## config.mk

```make
export PLATFORM = sky130hd
export DESIGN_NAME = pcs_rx_top
export DESIGN_NICKNAME = d
export VERILOG_FILES = /design/src/rtl/pcs_rx_pkg.sv /design/src/rtl/pcs_rx_top.sv /design/src/rtl/rx_status_regs.sv /design/src/rtl/rx_decoder_fsm.sv /design/src/rtl/rx_block_classifier.sv /design/src/rtl/rx_descrambler.sv
export VERILOG_INCLUDE_DIRS = /design/src /design/src/rtl
export SDC_FILE = /design/constraint.sdc
export NUM_CORES = 1
export LEC_CHECK = 0
export BUFFER_PORTS_ARGS = -buffer_cell sky130_fd_sc_hd__buf_2
export CAP_MARGIN = 20
export CORE_ASPECT_RATIO = 0.5
export CORE_MARGIN = 2
export CORE_UTILIZATION = 55
export CTS_BUF_LIST = sky130_fd_sc_hd__clkbuf_4 sky130_fd_sc_hd__clkbuf_8
export CTS_CLUSTER_SIZE = 12
export DETAILED_ROUTE_END_ITERATION = 10
export PLACE_DENSITY = 0.88
export SLEW_MARGIN = 10
export SYNTH_ARGS = -nofsm -noshare
export SYNTH_HDL_FRONTEND = slang
export SYNTH_SLANG_ARGS = --single-unit
export TNS_END_PERCENT = 1
```

## constraint.sdc

```tcl
create_clock -name clock -period 5.6 [get_ports clock]
set_input_delay 1.12 -clock clock [delete_from_list [all_inputs] [get_ports clock]]
set_output_delay 1.12 -clock clock [all_outputs]
set_load 0.1 [all_outputs]
```

## src/rtl/pcs_rx_macros.svh

```systemverilog
`ifndef PCS_RX_MACROS_SVH
`define PCS_RX_MACROS_SVH

`define PCS_XGMII_IDLE  8'h07
`define PCS_XGMII_ERROR 8'hFE
`define PCS_XGMII_START 8'hFB
`define PCS_XGMII_TERM  8'hFD

`define PCS_BT_IDLE  8'h1E
`define PCS_BT_START 8'h78
`define PCS_BT_T0    8'h87
`define PCS_BT_T1    8'h99
`define PCS_BT_T2    8'hAA
`define PCS_BT_T3    8'hB4
`define PCS_BT_T4    8'hCC
`define PCS_BT_T5    8'hD2
`define PCS_BT_T6    8'hE1
`define PCS_BT_T7    8'hFF

`define PCS_EBLOCK_DATA 64'hFEFEFEFE_FEFEFEFE
`define PCS_EBLOCK_CTRL 8'hFF
`define PCS_LBLOCK_DATA 64'h0100009C_0100009C
`define PCS_LBLOCK_CTRL 8'h11

`define PCS_CNT_W   16
`define PCS_REG_ERR 4'h0
`define PCS_REG_FRM 4'h4

`endif
```

## src/rtl/pcs_rx_pkg.sv

```systemverilog
`default_nettype none

package pcs_rx_pkg;

// One 66-bit block as delivered by the gearbox.
typedef struct packed
{
	logic [1:0]  sync;     // 01 is a data block, 10 a control block.
	logic [63:0] payload;  // Bit 0 is received first.
} pcs_block_t;

// XGMII word, lane 0 sits in data[7:0] and ctrl[0].
typedef struct packed
{
	logic [63:0] data;
	logic [7:0]  ctrl;
} xgmii_word_t;

// Block classes used by the receive state machine.
typedef enum logic [2:0]
{
	R_D,
	R_S,
	R_C,
	R_T,
	R_E
} r_type_t;

typedef enum logic [2:0]
{
	RX_INIT,
	RX_C,
	RX_D,
	RX_T,
	RX_E
} rx_state_t;

// A decoded block together with its class.
typedef struct packed
{
	r_type_t     r_type;
	xgmii_word_t word;
} classified_t;

endpackage

`default_nettype wire

```

## src/rtl/pcs_rx_top.sv

```systemverilog
`timescale 1ns/1ps
`default_nettype none

module pcs_rx_top
(
	input  wire                          clock,
	input  wire                          i_reset,
	input  wire                          i_rx_valid,
	input  wire pcs_rx_pkg::pcs_block_t  i_rx_block,
	output pcs_rx_pkg::xgmii_word_t      o_rx_word,
	output logic                         o_rx_word_valid,
	input  wire                          i_wb_cyc,
	input  wire                          i_wb_stb,
	input  wire                          i_wb_we,
	input  wire  [3:0]                   i_wb_adr,
	input  wire  [31:0]                  i_wb_dat,
	output logic [31:0]                  o_wb_dat,
	output logic                         o_wb_ack
);

pcs_rx_pkg::pcs_block_t  plain_block;
logic                    plain_valid;
pcs_rx_pkg::classified_t curr;
pcs_rx_pkg::r_type_t     r_type_next;
logic                    curr_valid;
logic                    err_event;
logic                    frame_event;

rx_descrambler descrambler_i
(
	.clock   (clock),
	.i_reset (i_reset),
	.i_valid (i_rx_valid),
	.i_block (i_rx_block),
	.o_valid (plain_valid),
	.o_block (plain_block)
);

rx_block_classifier classifier_i
(
	.clock         (clock),
	.i_reset       (i_reset),
	.i_valid       (plain_valid),
	.i_block       (plain_block),
	.o_valid       (curr_valid),
	.o_curr        (curr),
	.o_r_type_next (r_type_next)
);

rx_decoder_fsm decoder_i
(
	.clock           (clock),
	.i_reset         (i_reset),
	.i_valid         (curr_valid),
	.i_curr          (curr),
	.i_r_type_next   (r_type_next),
	.o_rx_word       (o_rx_word),
	.o_rx_word_valid (o_rx_word_valid),
	.o_err_event     (err_event),
	.o_frame_event   (frame_event)
);

rx_status_regs status_i
(
	.clock         (clock),
	.i_reset       (i_reset),
	.i_err_event   (err_event),
	.i_frame_event (frame_event),
	.i_wb_cyc      (i_wb_cyc),
	.i_wb_stb      (i_wb_stb),
	.i_wb_we       (i_wb_we),
	.i_wb_adr      (i_wb_adr),
	.i_wb_dat      (i_wb_dat),
	.o_wb_dat      (o_wb_dat),
	.o_wb_ack      (o_wb_ack)
);

endmodule

`default_nettype wire

```

## src/rtl/rx_status_regs.sv

```systemverilog
`timescale 1ns/1ps
`default_nettype none

`include "pcs_rx_macros.svh"

module rx_status_regs
(
	input  wire         clock,
	input  wire         i_reset,
	input  wire         i_err_event,
	input  wire         i_frame_event,
	input  wire         i_wb_cyc,
	input  wire         i_wb_stb,
	input  wire         i_wb_we,
	input  wire  [3:0]  i_wb_adr,
	input  wire  [31:0] i_wb_dat,
	output logic [31:0] o_wb_dat,
	output logic        o_wb_ack
);

logic [`PCS_CNT_W-1:0] err_count;
logic [`PCS_CNT_W-1:0] frame_count;
logic [31:0]           read_data;
logic                  access;  // First cycle of a bus request.
logic                  clear;

// Saturating count step, a clear wins over an event.
function automatic logic [`PCS_CNT_W-1:0] count_step(input logic [`PCS_CNT_W-1:0] count,
		input logic event_hit, input logic clr);
	if (clr)
		return '0;
	else if (event_hit && count != '1)
		return count + 1'b1;
	else
		return count;
endfunction

assign access = i_wb_cyc & i_wb_stb & ~o_wb_ack;
assign clear = access & i_wb_we & (i_wb_adr == `PCS_REG_ERR);

always_comb
begin
	read_data = '0;  // unknown addresses
	case (i_wb_adr)
		`PCS_REG_ERR: read_data = {{(32 - `PCS_CNT_W){1'b0}}, err_count};
		`PCS_REG_FRM: read_data = {{(32 - `PCS_CNT_W){1'b0}}, frame_count};
		default: read_data = '0;
	endcase
end

always_ff @(posedge clock or posedge i_reset)
begin
	if (i_reset)
	begin
		err_count <= '0;
		frame_count <= '0;
		o_wb_ack <= 1'b0;
	end
	else
	begin
		o_wb_ack <= access;
		err_count <= count_step(err_count, i_err_event, clear);
		frame_count <= count_step(frame_count, i_frame_event, clear);
	end
end

always_ff @(posedge clock)
begin
	if (access)
		o_wb_dat <= i_wb_we ? i_wb_dat : read_data;  // Writes echo the bus data.
end

endmodule

`default_nettype wire

```

## src/rtl/rx_decoder_fsm.sv

```systemverilog
`timescale 1ns/1ps
`default_nettype none

`include "pcs_rx_macros.svh"

module rx_decoder_fsm
(
	input  wire                           clock,
	input  wire                           i_reset,
	input  wire                           i_valid,
	input  wire pcs_rx_pkg::classified_t  i_curr,
	input  wire pcs_rx_pkg::r_type_t      i_r_type_next,
	output pcs_rx_pkg::xgmii_word_t       o_rx_word,
	output logic                          o_rx_word_valid,
	output logic                          o_err_event,
	output logic                          o_frame_event
);

pcs_rx_pkg::rx_state_t state;
pcs_rx_pkg::rx_state_t state_next;
pcs_rx_pkg::r_type_t   r_type;
logic                  next_ok;  // The block after a terminate may start a new run.

assign r_type = i_curr.r_type;
assign next_ok = (i_r_type_next == pcs_rx_pkg::R_S) || (i_r_type_next == pcs_rx_pkg::R_C);

always_comb
begin
	state_next = pcs_rx_pkg::RX_E;
	case (state)
		pcs_rx_pkg::RX_INIT, pcs_rx_pkg::RX_C, pcs_rx_pkg::RX_T:
		begin
			if (r_type == pcs_rx_pkg::R_C)
				state_next = pcs_rx_pkg::RX_C;
			else if (r_type == pcs_rx_pkg::R_S)
				state_next = pcs_rx_pkg::RX_D;
		end
		pcs_rx_pkg::RX_D:
		begin
			if (r_type == pcs_rx_pkg::R_D)
				state_next = pcs_rx_pkg::RX_D;
			else if (r_type == pcs_rx_pkg::R_T && next_ok)
				state_next = pcs_rx_pkg::RX_T;
		end
		pcs_rx_pkg::RX_E:
		begin
			if (r_type == pcs_rx_pkg::R_C)
				state_next = pcs_rx_pkg::RX_C;
			else if (r_type == pcs_rx_pkg::R_S || r_type == pcs_rx_pkg::R_D)
				state_next = pcs_rx_pkg::RX_D;
			else if (r_type == pcs_rx_pkg::R_T && next_ok)
				state_next = pcs_rx_pkg::RX_T;
		end
		default: state_next = pcs_rx_pkg::RX_E;
	endcase
end

always_ff @(posedge clock or posedge i_reset)
begin
	if (i_reset)
	begin
		state <= pcs_rx_pkg::RX_INIT;
		o_rx_word.data <= `PCS_LBLOCK_DATA;  // Local fault until the first block.
		o_rx_word.ctrl <= `PCS_LBLOCK_CTRL;
		o_rx_word_valid <= 1'b0;
		o_err_event <= 1'b0;
		o_frame_event <= 1'b0;
	end
	else
	begin
		o_rx_word_valid <= i_valid;
		// Every block decoded in RX_E counts, a repeated error too.
		o_err_event <= i_valid && (state_next == pcs_rx_pkg::RX_E);
		o_frame_event <= i_valid && (state_next == pcs_rx_pkg::RX_T);
		if (i_valid)
		begin
			state <= state_next;
			if (state_next == pcs_rx_pkg::RX_E)
			begin
				o_rx_word.data <= `PCS_EBLOCK_DATA;
				o_rx_word.ctrl <= `PCS_EBLOCK_CTRL;
			end
			else
				o_rx_word <= i_curr.word;
		end
	end
end

endmodule

`default_nettype wire

```

## src/rtl/rx_block_classifier.sv

```systemverilog
`timescale 1ns/1ps
`default_nettype none

`include "pcs_rx_macros.svh"

module rx_block_classifier
(
	input  wire                          clock,
	input  wire                          i_reset,
	input  wire                          i_valid,
	input  wire pcs_rx_pkg::pcs_block_t  i_block,
	output logic                         o_valid,
	output pcs_rx_pkg::classified_t      o_curr,
	output pcs_rx_pkg::r_type_t          o_r_type_next
);

localparam [1:0] SYNC_DATA = 2'b01;
localparam [1:0] SYNC_CTRL = 2'b10;
localparam [6:0] CODE_IDLE = 7'h00;
localparam [6:0] CODE_ERROR = 7'h1E;

logic [7:0]              block_type;
logic [63:0]             tail;        // Payload bytes after the type field.
logic [63:0]             idle_data;
logic                    codes_ok;
logic                    is_term;
logic [2:0]              term_len;
logic [63:0]             term_data;
logic [7:0]              term_ctrl;
pcs_rx_pkg::classified_t cls;
pcs_rx_pkg::classified_t slot;        // Lookahead block.
logic                    slot_full;
logic                    curr_full;

assign block_type = i_block.payload[7:0];
assign tail = {8'h00, i_block.payload[63:8]};

// Eight 7-bit control codes follow the type byte.
always_comb
begin
	codes_ok = 1'b1;
	idle_data = '0;
	for (int i = 0; i < 8; i++)
	begin
		if (i_block.payload[8 + 7 * i +: 7] == CODE_IDLE)
			idle_data[8 * i +: 8] = `PCS_XGMII_IDLE;
		else if (i_block.payload[8 + 7 * i +: 7] == CODE_ERROR)
			idle_data[8 * i +: 8] = `PCS_XGMII_ERROR;
		else
			codes_ok = 1'b0;
	end
end

always_comb
begin
	is_term = 1'b1;
	term_len = 3'd0;
	case (block_type)
		`PCS_BT_T0: term_len = 3'd0;
		`PCS_BT_T1: term_len = 3'd1;
		`PCS_BT_T2: term_len = 3'd2;
		`PCS_BT_T3: term_len = 3'd3;
		`PCS_BT_T4: term_len = 3'd4;
		`PCS_BT_T5: term_len = 3'd5;
		`PCS_BT_T6: term_len = 3'd6;
		`PCS_BT_T7: term_len = 3'd7;
		default: is_term = 1'b0;
	endcase
end

// Data lanes, then the terminate character, then idles up to lane 7.
always_comb
begin
	term_data = '0;
	term_ctrl = '0;
	for (int i = 0; i < 8; i++)
	begin
		if (i < int'(term_len))
			term_data[8 * i +: 8] = tail[8 * i +: 8];
		else if (i == int'(term_len))
		begin
			term_data[8 * i +: 8] = `PCS_XGMII_TERM;
			term_ctrl[i] = 1'b1;
		end
		else
		begin
			term_data[8 * i +: 8] = `PCS_XGMII_IDLE;
			term_ctrl[i] = 1'b1;
		end
	end
end

always_comb
begin
	cls = '0;
	cls.r_type = pcs_rx_pkg::R_E;
	if (i_block.sync == SYNC_DATA)
	begin
		cls.r_type = pcs_rx_pkg::R_D;
		cls.word.data = i_block.payload;
	end
	else if (i_block.sync == SYNC_CTRL)
	begin
		if (block_type == `PCS_BT_IDLE && codes_ok)
		begin
			cls.r_type = pcs_rx_pkg::R_C;
			cls.word.data = idle_data;
			cls.word.ctrl = 8'hFF;
		end
		else if (block_type == `PCS_BT_START)
		begin
			cls.r_type = pcs_rx_pkg::R_S;
			cls.word.data = {i_block.payload[63:8], `PCS_XGMII_START};
			cls.word.ctrl = 8'h01;
		end
		else if (is_term)
		begin
			cls.r_type = pcs_rx_pkg::R_T;
			cls.word.data = term_data;
			cls.word.ctrl = term_ctrl;
		end
	end
end

always_ff @(posedge clock or posedge i_reset)
begin
	if (i_reset)
	begin
		slot_full <= 1'b0;
		curr_full <= 1'b0;
	end
	else if (i_valid)
	begin
		slot_full <= 1'b1;
		curr_full <= slot_full;
	end
end

always_ff @(posedge clock)
begin
	if (i_valid)
	begin
		slot <= cls;
		o_curr <= slot;
	end
end

assign o_r_type_next = slot.r_type;  // The slot always holds the block after o_curr.
assign o_valid = i_valid & curr_full;

endmodule

`default_nettype wire

```

## src/rtl/rx_descrambler.sv

```systemverilog
`timescale 1ns/1ps
`default_nettype none

module rx_descrambler
(
	input  wire                          clock,
	input  wire                          i_reset,
	input  wire                          i_valid,
	input  wire pcs_rx_pkg::pcs_block_t  i_block,
	output logic                         o_valid,
	output pcs_rx_pkg::pcs_block_t       o_block
);

logic [57:0]  scr_state;  // Last 58 scrambled bits, the newest in bit 57.
logic [121:0] history;
logic [63:0]  plain;
logic         primed;     // Set once o_block holds a block.

// Bit i of the payload sits at history[58+i], so taps 39 and 58 land at i+19 and i.
assign history = {i_block.payload, scr_state};

always_comb
begin
	for (int i = 0; i < 64; i++)
		plain[i] = i_block.payload[i] ^ history[i + 19] ^ history[i];
end

always_ff @(posedge clock or posedge i_reset)
begin
	if (i_reset)
	begin
		scr_state <= '0;
		primed <= 1'b0;
	end
	else if (i_valid)
	begin
		scr_state <= i_block.payload[63:6];  // The descrambler is fed with received bits.
		primed <= 1'b1;
	end
end

always_ff @(posedge clock)
begin
	if (i_valid)
	begin
		o_block.sync <= i_block.sync;
		o_block.payload <= plain;
	end
end

// The held block moves on together with the next one coming in.
assign o_valid = i_valid & primed;

endmodule

`default_nettype wire

```

# ---- After elaboration in Yosys (flattened, before gate mapping)
# Cells that the tools add are included.
dict set report classes {
  add_sub_neg 2
  bitwise_logic 136
  mux 75
  eq_ne 41
  reduce_logical 26
  order_cmp 7
}
# cell count
set op_table {}
lappend op_table {{75-bit two-way mux} 4}
lappend op_table {{8-bit two-way mux} 31}
lappend op_table {{1-bit XOR} 128}
lappend op_table {{72-bit two-way mux} 1}
lappend op_table {{8-bit equality test, second input constant} 8}
lappend op_table {{16-bit two-way mux} 4}
lappend op_table {{64-bit two-way mux} 1}
lappend op_table {{7-bit by 5-bit equality test with 1-bit output, second input constant} 8}
lappend op_table {{7-bit zero test} 8}
lappend op_table {{16-bit by 1-bit adder with 16-bit output, second input constant} 2}
lappend op_table {{32-bit two-way mux} 1}
lappend op_table {{16-bit inequality test, second input constant} 2}
lappend op_table {{16-bit one-hot mux with 2 select lines} 1}
lappend op_table {{1-bit two-way mux} 24}
lappend op_table {{3-bit one-hot mux with 7 select lines} 1}
lappend op_table {{3-bit by 2-bit equality test with 1-bit output, second input constant} 6}
lappend op_table {{3-bit two-way mux} 6}
lappend op_table {{3-bit equality test, first input constant} 4}
lappend op_table {{3-bit by 1-bit equality test with 1-bit output, second input constant} 3}
lappend op_table {{3-bit zero test} 3}
lappend op_table {{3-bit < comparator, first input constant} 3}
lappend op_table {{3-bit one-hot mux with 3 select lines} 1}
lappend op_table {{8-bit by 5-bit equality test with 1-bit output, second input constant} 1}
lappend op_table {{8-bit by 7-bit equality test with 1-bit output, second input constant} 1}
lappend op_table {{other kinds (17)} 35}
dict set report word_totals {
  elab_cells 311
  in_bits 108
  register_bits 420
}

# ---- Logic depth before layout (Yosys ltp)
dict set report logic_depth {
  ltp_word 21
  depth_mapped 9
  mapped_depth_nobuf 6
}

# ---- Modules after synthesis
# From an unflattened synthesis, not the netlist that was laid out.
dict set report hier_totals {
  hier_cells 1333
  area_unflattened_um2 19266.0
}
# mod area_per_inst_um2 instances cells_per_inst
set by_module_without_submodules {}
lappend by_module_without_submodules {rx_block_classifier 6627.6 1 501}
lappend by_module_without_submodules {rx_descrambler 5998.3 1 257}
lappend by_module_without_submodules {rx_decoder_fsm 3404.5 1 273}
lappend by_module_without_submodules {rx_status_regs 3235.6 1 302}

# ---- Worst setup path after synthesis
# Ideal clock, no wire load.
dict set report synth_path {
  path_kind {input to register}
  start {in i_rx_valid}
  end {reg, netlist name decoder_i.o_rx_word[17]}
  setup_slack_ps -713
  stages 7
  t_arrival_ps 6246
  setup_ps 67
  path_cell_list {clkbuf_1 and2_1 nand2_1 clkinv_1 clkbuf_1 clkbuf_1 o22a_1}
}
dict set report synth_between {
  elab_chain_len 2
}
# item line
set synth_rtl {}
lappend synth_rtl {{from (decl)} pcs_rx_top.sv:8} ;# input wire i_rx_valid,
lappend synth_rtl {{1-bit bitwise AND} rx_descrambler.sv:52} ;# assign o_valid = i_valid & primed;
lappend synth_rtl {{net classifier_i.i_valid} rx_block_classifier.sv:10} ;# input wire i_valid,
lappend synth_rtl {{1-bit bitwise AND} rx_block_classifier.sv:149} ;# assign o_valid = i_valid & curr_full;
# The timed path passes the listed nets, and every way through them passes these cells.
# A chain may end at the register's enable or synchronous reset.

# ---- Final worst setup path
dict set report layout_path {
  start {in i_rx_valid}
  end {reg, netlist name decoder_i.o_rx_word[19]}
}
dict set report layout_between {
  elab_chain_len 2
}
# item line
set layout_rtl {}
lappend layout_rtl {{1-bit bitwise AND} rx_descrambler.sv:52}
lappend layout_rtl {{net classifier_i.i_valid} rx_block_classifier.sv:10}
lappend layout_rtl {{1-bit bitwise AND} rx_block_classifier.sv:149}
# The timed path passes the listed nets, and every way through them passes these cells.

==> out/results.txt <==
latest clock arrival within the worst-skew pair: 620 ps
mean routed wirelength per cell: 20.49 um
Slew @ Worst Pin: 1006 ps
Core Footprint: 32000 sq um
min cycle time layout: 3303 ps
CP cell instances: buf_4, and2_4, nand2_1, inv_2, nand2_4, o22a_1
nets@finish: 1674
critical path peak fanout: 63
grt ovf: 0
Die Span Y: 132.1 um
ys flop type: edfxtp_1
sequential element share of the synthesized area: 0.6484
clock root buffer: clkbuf_8
CTS Sinks: 418
R2R Path End: classifier_i.slot[20]
cell taking the most area after synthesis: edfxtp_1
placer congestion estimate: 0.9804
initial DRC count: 1439
Crit path required time: 6080 ps
Hold Vio Cnt, Final: 0
pin count of the biggest net entering global routing: 99
placed cell areas: 19480 sq um
launch point of the worst path: i_rx_valid
Worst Hold Class: reg -> reg
H-Tree Depth: 2
fin worst setup slack: 2297 ps
gate count of the mapped netlist: 1349
Final Cell Area: 20810 sq um
via/cell ratio: 5.908
final wirelength: 41930 um
setup slack, reg-to-reg: 2350 ps
syn avg cell area: 13.38 sq um
post-route antenna net violation count: 0
pre-CTS setup slack: 1323 ps
DR pass1 iterations: 6
drc violations: 0
Crit Path Class: in -> reg
first-pass GRT wire length: 64870 um
crit path DAT: 3790 ps
Final Skew: 40.01 ps
RSZ-0062 raised after global routing: no
io pins: 214
Yosys cell types: 76
R2R depth: 6
fmax: 302.7 MHz
Max Buffers Root-to-Sink: 3
CP peak stage delay: 600 ps
Port-buffer cells: 213
Clk pin slew, worst setup/hold paths: 70 ps
Top Family by Delay on Critical Path: simple AND/OR/NAND/NOR gates
worst vdd ir: 0.1670 mV
Starting Density: 0.5642
worst r2r src: descrambler_i.o_block[1]
TNS Setup: 0 ps
final worst-path cycle share: 0.5898
crit path launch type: input pin
post-synth net total: 1459
Setup Buffers After CTS: 0
CTS tree: built
initial antenna violation count: 1
vias: 12090
Buf+Inv Stages, Crit Path: 2
die width: 260.2 um
async set or reset register ratio after synthesis: 0.4115
cts repair resizes: 0
hold buffers post-CTS: 0
P_leak: 7.884 nW
Fillers: 2226
# rows: 46
Ys Warns: 0
Max Cap Viol: 0
number of flops mapped to enable cells by yosys: 246
total CTS buffers: 57
Detailed Place HPWL: 28550 um
max-slew violation count: 0
Crit. End Element: register
status: complete, no violations
top cell type's share of synthesized area: 0.4092
total track usage: 0.2413
cell area after synthesis: 18050 sq um
worst setup path end: decoder_i.o_rx_word[19]
vias in the first global route: 11650
Worst path depth: 6
Seq cells post-synth: 418
fraction of layout cells with a size suffix above 1: 0.2697
Finish-stage setup viols: 0
top cells by area, synth: edfxtp_1 (41%), dfrtp_1 (22%), xnor2_1 (6.7%)
relative slew slack: 0.3233
area added between synthesis and finish: 15.25%
Die Area: 34380 sq um
pwr/cell area: 385.2 nW/um^2
slowest CP cell: inv_2
==> registers in the layout (all words and copies together) (netlist names) <==
name and flops:
decoder_i.o_rx_word 72, status_i.frame_count 16, classifier_i.curr_full 1, classifier_i.o_curr 74, decoder_i.state 3, descrambler_i.o_block 66
decoder_i.o_rx_word_valid 1, decoder_i.o_frame_event 1, classifier_i.slot_full 1, status_i.err_count 16, descrambler_i.scr_state 58, status_i.o_wb_dat 32
classifier_i.slot 71, descrambler_i.primed 1, decoder_i.o_err_event 1, status_i.o_wb_ack 1, classifier_i.o_r_type_next 3
==> layout by cell type (no fill, tap or decap), types with 27 or more instances in the layout <==
cell type / n
a22oi_1: 31
nand3_1: 33
dfrtp_1: 160
a22o_1: 27
o22a_1: 63
xnor2_1: 138
buf_2: 213
clkbuf_8: 67
a21oi_1: 45
edfxtp_1: 246
nand2_1: 116
nor2_1: 49
mux2_2: 59
o21ai_0: 44
==> final cells by class <==
type	count	area, sq um	area share
Clock inverter	20	195.2	0.009381
Multi-Input combinational cell	851	6028	0.2897
Sequential cell	418	11710	0.5626
Timing Repair Buffer	228	1219	0.05857
Tap cell	432	540.5	0.02598
Inverter	8	35.03	0.001684
Clock buffer	88	1080	0.05190
Antenna cell	1	2.502	0.0001203
==> kinds of logic after synthesis <==
family / after synthesis / share of synthesized area
xor gates and xnor gates: 154 / 0.07471
buffers and inverters: 80 / 0.01920
muxes: 61 / 0.03791
AOI/OAI and AO/OA: 284 / 0.1141
adders and majority gates: 2 / 0.001386
and+or+nand+nor: 350 / 0.1042
DFF: 418 / 0.6484
==> through the flow <==
step / utilization / instances / hold WS (ps) / total power, W
5_1_grt: 0.6501 / 2045 / 415.7 / 0.008325
3_3_place_gp: 0.6086 / 1934 / 400.7 / 0.005446
2_1_floorplan: - / 1349 / 400.3 / 0.005089
3_5_place_dp: 0.6088 / 1935 / 404.5 / 0.005494
4_1_cts: 0.6486 / 2043 / 414.6 / 0.008034
6_report: 0.6502 / 2046 / 416.0 / 0.008014
==> cell usage after synthesis (3+ instances only) <==
cell       number
a211oi_1        4
nor4_1         12
o2111ai_1       3
edfxtp_1      246
and4_1         11
xnor2_1       138
a211o_1         4
dfrtp_1       160
o22a_1         63
nor2b_1         5
nand3_1        33
xor2_1         16
a22o_1         27
o22ai_1         4
o21ai_1         5
inv_1           7
clkbuf_1       45
a31oi_1        11
or4_1           3
nand2_1       117
buf_2          19
or2_2           6
dfstp_2        12
o211ai_1        8
o21ai_0        44
buf_1           4
nor4bb_1       12
mux2_2         59
a21o_1         13
nand4_1        17
a21oi_1        45
nand2b_1        8
nor2_1         50
a221o_1         7
and3_1          9
a22oi_1        31
nand3b_1        3
nor3_1         21
and2_1         20
==> layer usage <==
| metal | part of all wire | up-vias | track usage |
|---|---|---|---|
| met5 | 0 | - | 0 |
| met2 | 0.48 | 695 | 0.3905 |
| met1 | 0.40 | 5806 | 0.3260 |
| li1 | - | 5477 | - |
| met3 | 0.094 | 109 | 0.05690 |
| met4 | 0.027 | 0 | 0.07556 |
==> where the power goes <==
group / switching, W / leakage (nW) / internal, W / total (W)
logic: 0.000924 / 2.90 / 0.000456 / 0.00138
clock network: 0.00113 / 0.671 / 0.00141 / 0.00255
registers: 0.000404 / 4.31 / 0.00368 / 0.00409
total: 0.00246 / 7.88 / 0.00555 / 0.00801
==> worst min path at each step <==
| stage | startpoint | end | slack, ps | cells after the start |
|---|---|---|---|---|
| finish | classifier_i.slot[54] | classifier_i.o_curr[54] | 420 | 0 |
| global route | classifier_i.slot[54] | classifier_i.o_curr[54] | 420 | 0 |
| CTS | classifier_i.slot[53] | classifier_i.o_curr[53] | 410 | 0 |
| detailed placement | classifier_i.slot[39] | classifier_i.o_curr[39] | 400 | 0 |
| global placement | classifier_i.slot[37] | classifier_i.o_curr[37] | 400 | 0 |
| floorplan | classifier_i.slot[0] | classifier_i.o_curr[0] | 400 | 0 |
(Power assumes the default switching activity.)
